`src/design/fdc_cmd_pkg.sv`:
```
package fdc_cmd_pkg;

  // command opcodes, low five bits of the command byte
  localparam logic [4:0] op_specify            = 5'h03;
  localparam logic [4:0] op_sense_drive_status = 5'h04;
  localparam logic [4:0] op_recalibrate        = 5'h07;
  localparam logic [4:0] op_sense_int_status   = 5'h08;
  localparam logic [4:0] op_seek               = 5'h0f;

  // host bus phases
  localparam logic [1:0] phase_idle = 2'd0;
  localparam logic [1:0] phase_cmd  = 2'd1;
  localparam logic [1:0] phase_rx   = 2'd2;

  // parameter bytes per command
  localparam logic [3:0] params_specify      = 4'd2;
  // drive select, then new cylinder
  localparam logic [3:0] params_seek         = 4'd2;
  localparam logic [3:0] params_recal        = 4'd1;
  localparam logic [3:0] params_drive_status = 4'd1;

  // main status register bits
  // request for master
  localparam int msr_rfm  = 7;
  // data direction, set when bytes go to the host
  localparam int msr_dio  = 6;
  // command in progress
  localparam int msr_busy = 4;

  // st0 for a rejected command or an empty interrupt query
  localparam logic [7:0] res_invalid = 8'h80;

  // longest result, st0 plus present cylinder
  localparam logic [1:0] max_results = 2'd2;

  // value on dout when nothing is read
  localparam logic [7:0] bus_idle_byte = 8'hff;

endpackage

```
`src/design/fdc_disk_pkg.sv`:
```
package fdc_disk_pkg;

  // drives behind the controller
  localparam int num_drives = 2;
  // present cylinder width
  localparam int cyl_w      = 7;

  // request word to the disk emulator
  // target cylinder field
  localparam int sr_cyl_lo = 8;
  localparam int sr_cyl_hi = 14;
  // set once a seek has been seen complete
  localparam int sr_ack    = 23;
  // per drive seek request levels
  localparam int sr_seek0  = 30;
  localparam int sr_seek1  = 31;

  // completion word from the disk emulator
  // per drive seek done levels
  localparam int cr_seekdone0 = 0;
  localparam int cr_seekdone1 = 1;
  // seek failed
  localparam int cr_error     = 3;
  // disk present per drive
  localparam int cr_diskin0   = 5;
  localparam int cr_diskin1   = 6;

endpackage

```
`src/design/fdc_cmd_phase.sv`:
```
`timescale 1ns/1ps

module fdc_cmd_phase
  import fdc_cmd_pkg::*;
  import fdc_disk_pkg::*;
(
  input  logic                  clk,
  input  logic                  rst_n,
  input  logic                  ce,
  input  logic                  a0,
  input  logic                  rd_n,
  input  logic                  wr_n,
  input  logic                  motorctl,
  input  logic [7:0]            din,
  input  logic                  result_last,
  input  logic [num_drives-1:0] int_pending,
  output logic [1:0]            phase,
  output logic                  motor_on,
  output logic [num_drives-1:0] seek_go,
  output logic [cyl_w-1:0]      seek_cyl,
  output logic [num_drives-1:0] rdy_sample,
  output logic [num_drives-1:0] int_take,
  output logic                  load_invalid,
  output logic                  load_sense_int,
  output logic                  load_drive_status,
  output logic                  status_unit,
  output logic                  result_advance
);

  logic       prev_rd_n;
  logic       prev_wr_n;
  logic       rd_pending;
  logic [4:0] op_q;
  logic [3:0] param_cnt;
  logic [3:0] param_need;
  logic       drsel;
  logic       wr_stb;
  logic       wr_cmd;
  logic       rd_start;
  logic       rd_done;
  logic       last_param;

  // strobes from sampled bus levels
  assign wr_stb   = prev_wr_n & ~wr_n;
  assign rd_start = prev_rd_n & ~rd_n;
  assign rd_done  = ~prev_rd_n & rd_n;
  // motor writes take priority over the data port
  assign wr_cmd   = wr_stb & ~motorctl & ce & a0;

  assign last_param     = (param_cnt + 4'd1) == param_need;
  // only data port reads in rx move the result pointer
  assign result_advance = rd_done & rd_pending;

  always_ff @(posedge clk) begin
    if (!rst_n) begin
      prev_rd_n  <= 1'b1;
      prev_wr_n  <= 1'b1;
      rd_pending <= 1'b0;
      phase      <= phase_idle;
      motor_on   <= 1'b0;
      param_cnt  <= 4'd0;
    end else begin
      prev_rd_n <= rd_n;
      prev_wr_n <= wr_n;
      if (rd_start) begin
        rd_pending <= ce & a0 & (phase == phase_rx);
      end else if (rd_done) begin
        rd_pending <= 1'b0;
      end
      // last result byte read
      if (result_advance && result_last) begin
        phase <= phase_idle;
      end
      if (wr_stb && motorctl) begin
        motor_on <= din[0];
      end else if (wr_cmd && phase == phase_idle) begin
        param_cnt <= 4'd0;
        case (din[4:0])
          op_specify, op_seek, op_recalibrate, op_sense_drive_status: phase <= phase_cmd;
          // sense int and invalid answer at once
          default: phase <= phase_rx;
        endcase
      end else if (wr_cmd && phase == phase_cmd) begin
        param_cnt <= param_cnt + 4'd1;
        if (last_param) begin
          // only drive status has a result
          phase <= (op_q == op_sense_drive_status) ? phase_rx : phase_idle;
        end
      end
    end
  end

  // opcode, its parameter count and the selected drive
  always_ff @(posedge clk) begin
    if (wr_cmd && phase == phase_idle) begin
      op_q <= din[4:0];
      case (din[4:0])
        op_specify:            param_need <= params_specify;
        op_seek:               param_need <= params_seek;
        op_recalibrate:        param_need <= params_recal;
        op_sense_drive_status: param_need <= params_drive_status;
        default:               param_need <= 4'd0;
      endcase
    end
    if (wr_cmd && phase == phase_cmd && param_cnt == 4'd0) begin
      drsel <= din[0];
    end
  end

  always_comb begin
    seek_go           = '0;
    rdy_sample        = '0;
    int_take          = '0;
    load_invalid      = 1'b0;
    load_sense_int    = 1'b0;
    load_drive_status = 1'b0;
    status_unit       = din[0];
    // recalibrate heads for track 0
    seek_cyl          = (op_q == op_recalibrate) ? '0 : din[cyl_w-1:0];
    if (wr_cmd && phase == phase_idle) begin
      case (din[4:0])
        op_specify, op_seek, op_recalibrate, op_sense_drive_status: ;
        op_sense_int_status: begin
          // lowest pending drive wins
          load_sense_int = 1'b1;
          int_take[0]    = int_pending[0];
          int_take[1]    = int_pending[1] & ~int_pending[0];
          status_unit    = ~int_pending[0];
        end
        default: load_invalid = 1'b1;
      endcase
    end else if (wr_cmd && phase == phase_cmd) begin
      // ready latched on every parameter byte
      rdy_sample[din[0]] = 1'b1;
      if (last_param) begin
        case (op_q)
          op_seek:               seek_go[drsel] = 1'b1;
          op_recalibrate:        seek_go[din[0]] = 1'b1;
          op_sense_drive_status: load_drive_status = 1'b1;
          default: ;
        endcase
      end
    end
  end

endmodule

```
`src/design/fdc_drive_unit.sv`:
```
`timescale 1ns/1ps

module fdc_drive_unit
  import fdc_disk_pkg::*;
(
  input  logic             clk,
  input  logic             rst_n,
  input  logic             seek_go,
  input  logic [cyl_w-1:0] seek_cyl,
  input  logic             rdy_sample,
  input  logic             int_take,
  input  logic             motor_on,
  input  logic             seek_done_in,
  input  logic             disk_error,
  input  logic             disk_in,
  output logic             busy,
  output logic             seek_req,
  output logic             seek_done,
  output logic             int_pending,
  output logic             int_error,
  output logic [cyl_w-1:0] cylinder,
  output logic             rdy
);

  logic seeking;
  logic complete;

  // emulator finished this drive's seek
  assign complete = seeking & seek_done_in;

  // request level doubles as the drive busy bit
  assign busy     = seeking;
  assign seek_req = seeking;

  always_ff @(posedge clk) begin
    if (!rst_n) begin
      seeking   <= 1'b0;
      seek_done <= 1'b0;
    end else begin
      // one cycle after completion, for the ack bit
      seek_done <= complete;
      // a new seek beats a completion on the same clock
      if (seek_go) begin
        seeking <= 1'b1;
      end else if (complete) begin
        seeking <= 1'b0;
      end
    end
  end

  // cylinder taken at seek start, not at completion
  always_ff @(posedge clk) begin
    if (!rst_n) begin
      cylinder <= '0;
    end else if (seek_go) begin
      cylinder <= seek_cyl;
    end
  end

  // interrupt held until sense int status takes it
  always_ff @(posedge clk) begin
    if (!rst_n) begin
      int_pending <= 1'b0;
      int_error   <= 1'b0;
    end else if (complete) begin
      int_pending <= 1'b1;
      int_error   <= disk_error;
    end else if (int_take) begin
      int_pending <= 1'b0;
      int_error   <= 1'b0;
    end
  end

  // ready needs motor and a disk
  always_ff @(posedge clk) begin
    if (!rst_n) begin
      rdy <= 1'b0;
    end else if (rdy_sample) begin
      rdy <= motor_on & disk_in;
    end
  end

endmodule

```
`src/design/fdc_status_merge.sv`:
```
`timescale 1ns/1ps

module fdc_status_merge
  import fdc_cmd_pkg::*;
  import fdc_disk_pkg::*;
(
  input  logic                        clk,
  input  logic                        rst_n,
  input  logic                        ce,
  input  logic                        a0,
  input  logic                        rd_n,
  input  logic [1:0]                  phase,
  input  logic                        load_invalid,
  input  logic                        load_sense_int,
  input  logic                        load_drive_status,
  input  logic                        status_unit,
  input  logic [num_drives-1:0]       int_take,
  input  logic                        result_advance,
  input  logic [num_drives-1:0]       busy,
  input  logic [num_drives-1:0]       seek_req,
  input  logic [num_drives-1:0]       seek_go,
  input  logic [num_drives-1:0]       seek_done,
  input  logic [num_drives-1:0]       int_error,
  input  logic [num_drives*cyl_w-1:0] cylinder,
  input  logic [num_drives-1:0]       rdy,
  input  logic [31:0]                 disk_cr,
  input  logic [num_drives-1:0]       disk_wp,
  input  logic [cyl_w-1:0]            seek_cyl,
  output logic [7:0]                  dout,
  output logic [31:0]                 disk_sr,
  output logic                        result_last
);

  logic [7:0]       msr;
  logic [7:0]       res_buf [0:1];
  logic [1:0]       res_len;
  logic             res_ptr;
  logic [cyl_w-1:0] sr_cyl;
  logic             ack;
  logic [cyl_w-1:0] cyl_sel;
  logic             err_sel;
  logic             not_ready;

  // fields of the addressed drive
  assign cyl_sel   = cylinder[status_unit*cyl_w +: cyl_w];
  assign err_sel   = int_error[status_unit];
  assign not_ready = status_unit ? ~disk_cr[cr_diskin1] : ~disk_cr[cr_diskin0];

  always_comb begin
    msr = 8'h00;
    // host may not write while a seek runs from idle
    msr[msr_rfm]  = (phase == phase_idle) ? ~(|busy) : 1'b1;
    msr[msr_dio]  = phase == phase_rx;
    msr[msr_busy] = phase != phase_idle;
    msr[num_drives-1:0] = busy;
  end

  always_comb begin
    disk_sr = 32'h0;
    disk_sr[sr_seek0] = seek_req[0];
    disk_sr[sr_seek1] = seek_req[1];
    disk_sr[sr_cyl_hi:sr_cyl_lo] = sr_cyl;
    disk_sr[sr_ack] = ack;
  end

  // target cylinder and ack toward the emulator
  always_ff @(posedge clk) begin
    if (!rst_n) begin
      sr_cyl <= '0;
      ack    <= 1'b0;
    end else if (|seek_go) begin
      sr_cyl <= seek_cyl;
      ack    <= 1'b0;
    end else if (|seek_done) begin
      ack <= 1'b1;
    end
  end

  // result bytes
  always_ff @(posedge clk) begin
    if (load_invalid) begin
      res_buf[0] <= res_invalid;
    end else if (load_sense_int && |int_take) begin
      // st0 then present cylinder
      res_buf[0] <= {1'b0, err_sel, ~err_sel, 1'b0, not_ready, 2'b00, status_unit};
      res_buf[1] <= {1'b0, cyl_sel};
    end else if (load_sense_int) begin
      res_buf[0] <= res_invalid;
    end else if (load_drive_status) begin
      // st3 with ready as latched before this byte
      res_buf[0] <= {1'b0, disk_wp[status_unit], rdy[status_unit], cyl_sel == '0,
                     3'b000, status_unit};
    end
  end

  // result length and read pointer
  always_ff @(posedge clk) begin
    if (!rst_n) begin
      res_len <= 2'd0;
      res_ptr <= 1'b0;
    end else if (load_invalid || load_sense_int || load_drive_status) begin
      res_len <= (load_sense_int && |int_take) ? max_results : 2'd1;
      res_ptr <= 1'b0;
    end else if (result_advance) begin
      res_ptr <= result_last ? 1'b0 : res_ptr + 1'b1;
    end
  end

  assign result_last = ({1'b0, res_ptr} + 2'd1) == res_len;

  // a0 low reads status, a0 high reads results in rx
  always_comb begin
    dout = bus_idle_byte;
    if (ce && !rd_n) begin
      if (!a0) begin
        dout = msr;
      end else if (phase == phase_rx) begin
        dout = res_buf[res_ptr];
      end
    end
  end

endmodule

```
`src/design/fdc_top.sv`:
```
`timescale 1ns/1ps

module fdc_top
  import fdc_disk_pkg::*;
(
  input  logic        clk,
  input  logic        rst_n,
  input  logic        ce,
  input  logic        a0,
  input  logic        rd_n,
  input  logic        wr_n,
  input  logic        motorctl,
  input  logic [7:0]  din,
  output logic [7:0]  dout,
  input  logic [31:0] disk_cr,
  input  logic [1:0]  disk_wp,
  output logic [31:0] disk_sr
);

  logic [1:0]                  phase;
  logic                        motor_on;
  logic [num_drives-1:0]       seek_go;
  logic [cyl_w-1:0]            seek_cyl;
  logic [num_drives-1:0]       rdy_sample;
  logic [num_drives-1:0]       int_take;
  logic                        load_invalid;
  logic                        load_sense_int;
  logic                        load_drive_status;
  logic                        status_unit;
  logic                        result_advance;
  logic                        result_last;
  logic [num_drives-1:0]       busy;
  logic [num_drives-1:0]       seek_req;
  logic [num_drives-1:0]       seek_done;
  logic [num_drives-1:0]       int_pending;
  logic [num_drives-1:0]       int_error;
  logic [num_drives*cyl_w-1:0] cylinder;
  logic [num_drives-1:0]       rdy;

  // per drive bits of the completion word
  wire [num_drives-1:0] cr_seekdone = {disk_cr[cr_seekdone1], disk_cr[cr_seekdone0]};
  wire [num_drives-1:0] cr_diskin   = {disk_cr[cr_diskin1], disk_cr[cr_diskin0]};

  fdc_cmd_phase u_cmd_phase (
    .clk, .rst_n, .ce, .a0, .rd_n, .wr_n, .motorctl, .din,
    .result_last, .int_pending,
    .phase, .motor_on, .seek_go, .seek_cyl, .rdy_sample, .int_take,
    .load_invalid, .load_sense_int, .load_drive_status, .status_unit,
    .result_advance
  );

  // one unit per drive, error shared by both
  for (genvar i = 0; i < num_drives; i++) begin : g_drive
    fdc_drive_unit u_drive (
      .clk, .rst_n,
      .seek_go      (seek_go[i]),
      .seek_cyl     (seek_cyl),
      .rdy_sample   (rdy_sample[i]),
      .int_take     (int_take[i]),
      .motor_on     (motor_on),
      .seek_done_in (cr_seekdone[i]),
      .disk_error   (disk_cr[cr_error]),
      .disk_in      (cr_diskin[i]),
      .busy         (busy[i]),
      .seek_req     (seek_req[i]),
      .seek_done    (seek_done[i]),
      .int_pending  (int_pending[i]),
      .int_error    (int_error[i]),
      .cylinder     (cylinder[i*cyl_w +: cyl_w]),
      .rdy          (rdy[i])
    );
  end

  fdc_status_merge u_status_merge (
    .clk, .rst_n, .ce, .a0, .rd_n, .phase,
    .load_invalid, .load_sense_int, .load_drive_status, .status_unit,
    .int_take, .result_advance, .busy, .seek_req, .seek_go, .seek_done,
    .int_error, .cylinder, .rdy, .disk_cr, .disk_wp, .seek_cyl,
    .dout, .disk_sr, .result_last
  );

endmodule

```
`config.mk`:
```
export PLATFORM = sky130hd
export DESIGN_NAME = fdc_top
export DESIGN_NICKNAME = d
export VERILOG_FILES = /design/src/design/fdc_cmd_pkg.sv /design/src/design/fdc_disk_pkg.sv /design/src/design/fdc_cmd_phase.sv /design/src/design/fdc_drive_unit.sv /design/src/design/fdc_status_merge.sv /design/src/design/fdc_top.sv
export SDC_FILE = /design/constraint.sdc
export NUM_CORES = 1
export LEC_CHECK = 0
export BUFFER_PORTS_ARGS = -buffer_cell sky130_fd_sc_hd__clkbuf_2
export CAP_MARGIN = 15
export CORE_MARGIN = 1
export CORE_UTILIZATION = 47
export CTS_BUF_LIST = sky130_fd_sc_hd__clkbuf_4 sky130_fd_sc_hd__clkbuf_8
export CTS_CLUSTER_SIZE = 28
export DETAILED_ROUTE_END_ITERATION = 8
export PLACE_DENSITY = 0.8
export SLEW_MARGIN = 10
export SYNTH_ARGS = -nofsm -noshare
export SYNTH_HDL_FRONTEND = slang
export SYNTH_SLANG_ARGS = --single-unit
```
`constraint.sdc`:
```
create_clock -name clk -period 2.75 [get_ports clk]
set_clock_uncertainty 0.1 [all_clocks]
set_input_delay 0.55 -clock clk [delete_from_list [all_inputs] [get_ports clk]]
set_output_delay 0.55 -clock clk [all_outputs]
set_load 0.02 [all_outputs]
```
== Yosys cells after proc, flatten, opt, wreduce, memory -nomap -nowiden ==
Memories as Yosys holds them, arrays and structs flattened. A register that Yosys moved wholly into a read port is not among the register bits.
Cells that the tools add are included.
Word-level totals
  register bits: 55
  memory bits (writable): 16
  bits of input ports: 49
  output and inout bits: 40
  word-level logic and storage cells: 186
  memories: 1
Cells by class
  add/subtract/negate cells: 3
  $mul: 1
  magnitude comparators: 5
  equality and inequality tests: 12
  shifts and indexed selects: 1
  multiplexer cells: 77
  bitwise operators: 28
  reduce and logical (&&, ||, !) cells: 33
Memories
  u_status_merge.res_buf: depth 2, bits a word 8, read ports 1, clocked after memory_dff 1, wr ports 2, line fdc_status_merge.sv:35  | logic [7:0] res_buf [0:1];
Operators by type and width (count)
  $mux 1: 49
  $mux 8: 6
  $mux 2: 15
  $eq 5x3->1 const B: 4
  $eq 5x4->1 const B: 3
  $and 1x1->1: 14
  $reduce_bool 2->1: 7
  $reduce_or 2->1: 7
  $shiftx 14x5->7: 1
  $not 1->1: 11
  $logic_and 1x1->1: 9
  $mux 4: 2
  $pmux 2 s2: 2
  $logic_not 7->1: 1
  $mux 7: 1
  $lt 1x2->1 const B: 3
  $eq 5x2->1 const B: 1
  $reduce_or 5->1: 1
  $add 4x1->4 const B: 1
  $eq 4x4->1: 1
  $logic_not 4->1: 1
  $mul 1x3->4 const B: 1
  $reduce_or 4->1: 1
  $or 1x1->1: 3
  other kinds (12): 15

== Logic depth before layout (Yosys ltp) ==
  depth after elaboration: 15
  gate-level depth with buffers: 8

== Cells and area by module ==
A second synthesis with hierarchy kept.
Second synthesis, totals
  cell total of the unflattened synthesis: 347
  area, all modules: 3455.8 sq um
By module, submodules not included
  fdc_status_merge: times used 1, cells each 154, area each 1517.7 sq um
  fdc_cmd_phase: times used 1, cells each 111, area each 1029.7 sq um
  fdc_drive_unit: times used 2, cells each 41, area each 454.2 sq um

== Least setup slack after synthesis ==
Ideal clock, no wire load.
  kind: input port to flip-flop
  start point: input port a0
  end point: memory u_status_merge.res_buf[0][0] (enable)
  library setup time: 0.352 ns
  arrival time: 1.976 ns
  setup slack: 0.322 ns
  stages on the path: 5
  cells stage by stage: buf_2 nand4b_1 nor2_1 o21ai_0 o211ai_2
RTL lines
  start: declaration: line fdc_top.sv:9  | input logic a0,
  end: declaration: line fdc_status_merge.sv:35

== Worst setup path after layout ==
  start point: register u_cmd_phase.param_cnt[0]
  end point: register g_drive[1].u_drive.cylinder[1]
Between the ends
  word-level cells in the longest chain between the ends: 5
RTL lines
  start: declaration: line fdc_cmd_phase.sv:34  | logic [3:0] param_cnt;
  start signal: assignment: line fdc_cmd_phase.sv:84  | param_cnt <= param_cnt + 4'd1;
  $add 4x1->4: line fdc_cmd_phase.sv:50  | assign last_param = (param_cnt + 4'd1) == param_need;
  $eq 4x4->1: line fdc_cmd_phase.sv:50
  $mux 2: line fdc_cmd_phase.sv:135  | if (last_param) begin
  $mux 2: line fdc_cmd_phase.sv:132  | end else if (wr_cmd && phase == phase_cmd) begin
  $mux 2: line fdc_cmd_phase.sv:120  | if (wr_cmd && phase == phase_idle) begin
  end signal: assignment: line fdc_drive_unit.sv:56  | cylinder <= seek_cyl;
  end: declaration: line fdc_drive_unit.sv:21  | output logic [cyl_w-1:0] cylinder,
No other way between the ends.
A chain may end at the register's enable or synchronous reset.

==> metrics.txt <==
cell family with most CP delay simple AND/OR/NAND/NOR gates; Worst-Skew Late Latency 340 ps; vias in the first global route 2345; initial antenna violation count 0; dominant cell type by area after synthesis dfxtp_1; antenna viol nets, final 0; Max Cap Violations 0; DP HPWL 4860 um; arrival time at the worst endpoint 2520 ps; top-count cell post-synth dfxtp_1; Crit path buffers/inverters 2; first-pass GRT wire length 11000 um; crit path kind reg2reg; Pwr Total 1950 uW; Tightest Pin Transition 950 ps; Initial DRT Pass Iterations 4; Max-slew headroom 36.7%; Mapped Cells 344; die width 85.8 um; Startpoint Class register; cell chain of the critical path inv_1 -> ha_1 -> xor2_1 -> nor3_1 -> nand3_1 -> buf_4 -> nor2_8 -> mux2i_1; synthesized flop and latch total 67; H-tree levels 3; status complete, no violations; simple-gate share of the synthesized area 21.8%; Starting Density 48.6%; DP Area 3510 um^2; Cell variety after synth 46; Crit path largest cell delay 430 ps; Max IR drop VDD 330 uV; Synth Area in Adders 1.52%; I/O Buffers 38; post-layout min period 2350 ps; reg2reg setup slack 400 ps; # clock sinks 67; complex-gate fraction of the synthesized area 10.6%; Seq/Total Area, Yosys 46.7%; Fmax 0.425 GHz; Yosys top cell area share 28.5%; CTS clk-pin slew, worst paths 70 ps; CTS tree done; proportion of synthesized area in mux cells 9.09%; dominant synthesized flop cell dfxtp_1; Nets 437; CTS max path bufs 2; worst hold path class in2reg; layout cells sized above 1 19.0%; Tcrit/Tclk final 85.5%; pre-CTS setup slack 207 ps; GRT Util Overall 19.7%; I/O pin count 89; Rows 30; Post-CTS Setup Inserts 0; fillers 606; Crit. End Element register; CTS Buf Count 9; asr flop ratio synth 0%; Post-Synth XOR/XNOR Area 1.33%; setup TNS 0 ps; ant diodes 0; Max FO, Critical Path 9; DR vias/cell 5.17; critical path data required time 2920 ps; final setup margin 398 ps; post-cts sizing count 0; total wire length 6690 um; Power per Cell Area 528 nW/um^2; Root Driver clkbuf_8; Final Cell Area 3690 um^2; Avg Inst Size Synth 9.60 um^2; Hold Buf Count CTS 0; Post-synth top cells dfxtp_1 (47), nand2_1 (38), buf_4 (27), o21ai_0 (27), nor2b_1 (24); initial detailed-routing violation count 155; Mapped Area 3300 um^2; Core Area 6790 um^2; GRT overflow 0; wire per inst 13.8 um; Slew Limit Fails 0; Final Setup Violations 0; DRC Markers 0; Leak 0.00154 uW; Post-synth EDFFs 20; leading post-synthesis cells by cell area dfxtp_1 (28%), edfxtp_1 (18%), mux2i_1 (6.4%), buf_4 (6.1%), nor2b_1 (4.5%); final hold violations 0; largest net degree at the start of global routing 55; height of the chip 85.8 um; Die Area 7360 um^2; Area Growth Syn to Fin 11.9%; Yosys Warn Count 0; via count 2509; RD Place Congestion 0.861; combinational family with the most area after synthesis simple AND/OR/NAND/NOR gates; CP max stage cell dfxtp_1; RSZ-0062 raised after global routing no
[flip-flops by register name, indices dropped and copies added (netlist names), 2 cells and up, named ones only]
signal,count
g_drive.u_drive.busy,2
g_drive.u_drive.cylinder,14
g_drive.u_drive.int_error,2
g_drive.u_drive.int_pending,2
g_drive.u_drive.rdy,2
g_drive.u_drive.seek_done,2
u_cmd_phase.op_q,5
u_cmd_phase.param_cnt,4
u_cmd_phase.param_need,2
u_cmd_phase.phase,2
u_status_merge.res_buf,13
u_status_merge.res_len,2
u_status_merge.sr_cyl,7
[worst register-to-register path: cells and delay by family (launching register included)]
kind,cells,cell delay [ps]
xor+xnor,1,170
mux,1,220
buf+inv,2,300
simple gates,3,730
flops,1,430
fa+ha+maj,1,330
[metal layers]
layer	up-vias	GRT usage (%)	wire length, um
met2	97	32.8	3120
met1	1157	24.1	3050
li1	1243	-	-
met3	12	6.35	430
met4	0	7.12	85
met5	-	0	0
[stage by stage]
| step | hold WS, ps | instances | util (%) |
|---|---|---|---|
| after global placement | 342 | 469 | 51.6 |
| after global routing | 324 | 485 | 54.4 |
| after CTS | 329 | 485 | 54.4 |
| after floorplan | 340 | 365 | - |
| final | 335 | 485 | 54.4 |
| after detailed placement | 351 | 469 | 51.6 |
[report_power, final]
group / leakage (uW) / switching [uW] / total (uW) / internal [uW]
sequential: 0.000589 / 4.14 / 1020 / 1020
combinational: 0.000851 / 96.3 / 142 / 46.0
clock: 0.0000969 / 365 / 785 / 421
total: 0.00154 / 465 / 1950 / 1490
[final timing paths]
path                                                    from                              to  cells past startpoint
worst max register to register      u_cmd_phase.param_cnt[0]  g_drive[1].u_drive.cylinder[1]                      8
worst min-delay path                                    wr_n           u_cmd_phase.prev_wr_n                      2
worst min register to register  g_drive[0].u_drive.seek_done              u_status_merge.ack                      1
worst max-delay path                u_cmd_phase.param_cnt[0]  g_drive[1].u_drive.cylinder[1]                      8
[area by class of cell]
type	instances	area, um^2	area share, %
Tap cell	96	120	3.25
Multi-Input combinational cell	249	1550	41.9
Timing Repair Buffer	47	258	6.98
Clock inverter	6	56.3	1.52
Sequential cell	67	1540	41.7
Inverter	10	37.5	1.02
Clock buffer	10	131	3.56
[kinds of logic (layout without fill, tap and decap cells)]
| family | count (synthesis) | after routing |
|---|---|---|
| AO/OA/AOI/OAI | 57 | 57 |
| XOR/XNOR | 5 | 5 |
| adder cells (fa/ha/maj) | 4 | 4 |
| buffers and inverters | 49 | 73 |
| flip-flops | 67 | 67 |
| multiplexers | 29 | 29 |
| other | 1 | 22 |
| AND/OR/NAND/NOR | 132 | 132 |
[layout by cell type, fill, tap and decap left out, types with 10 or more instances in the layout]
| cell | synthesis | layout |
|---|---|---|
| conb_1 | 1 | 22 |
| clkbuf_2 | 0 | 38 |
| nand2_1 | 38 | 38 |
| mux2i_1 | 21 | 21 |
| nand3_1 | 16 | 16 |
| inv_1 | 10 | 10 |
| o21ai_0 | 27 | 27 |
| edfxtp_1 | 20 | 20 |
| dfxtp_1 | 47 | 47 |
| nor2b_1 | 24 | 24 |
(Power assumes the default switching activity.)
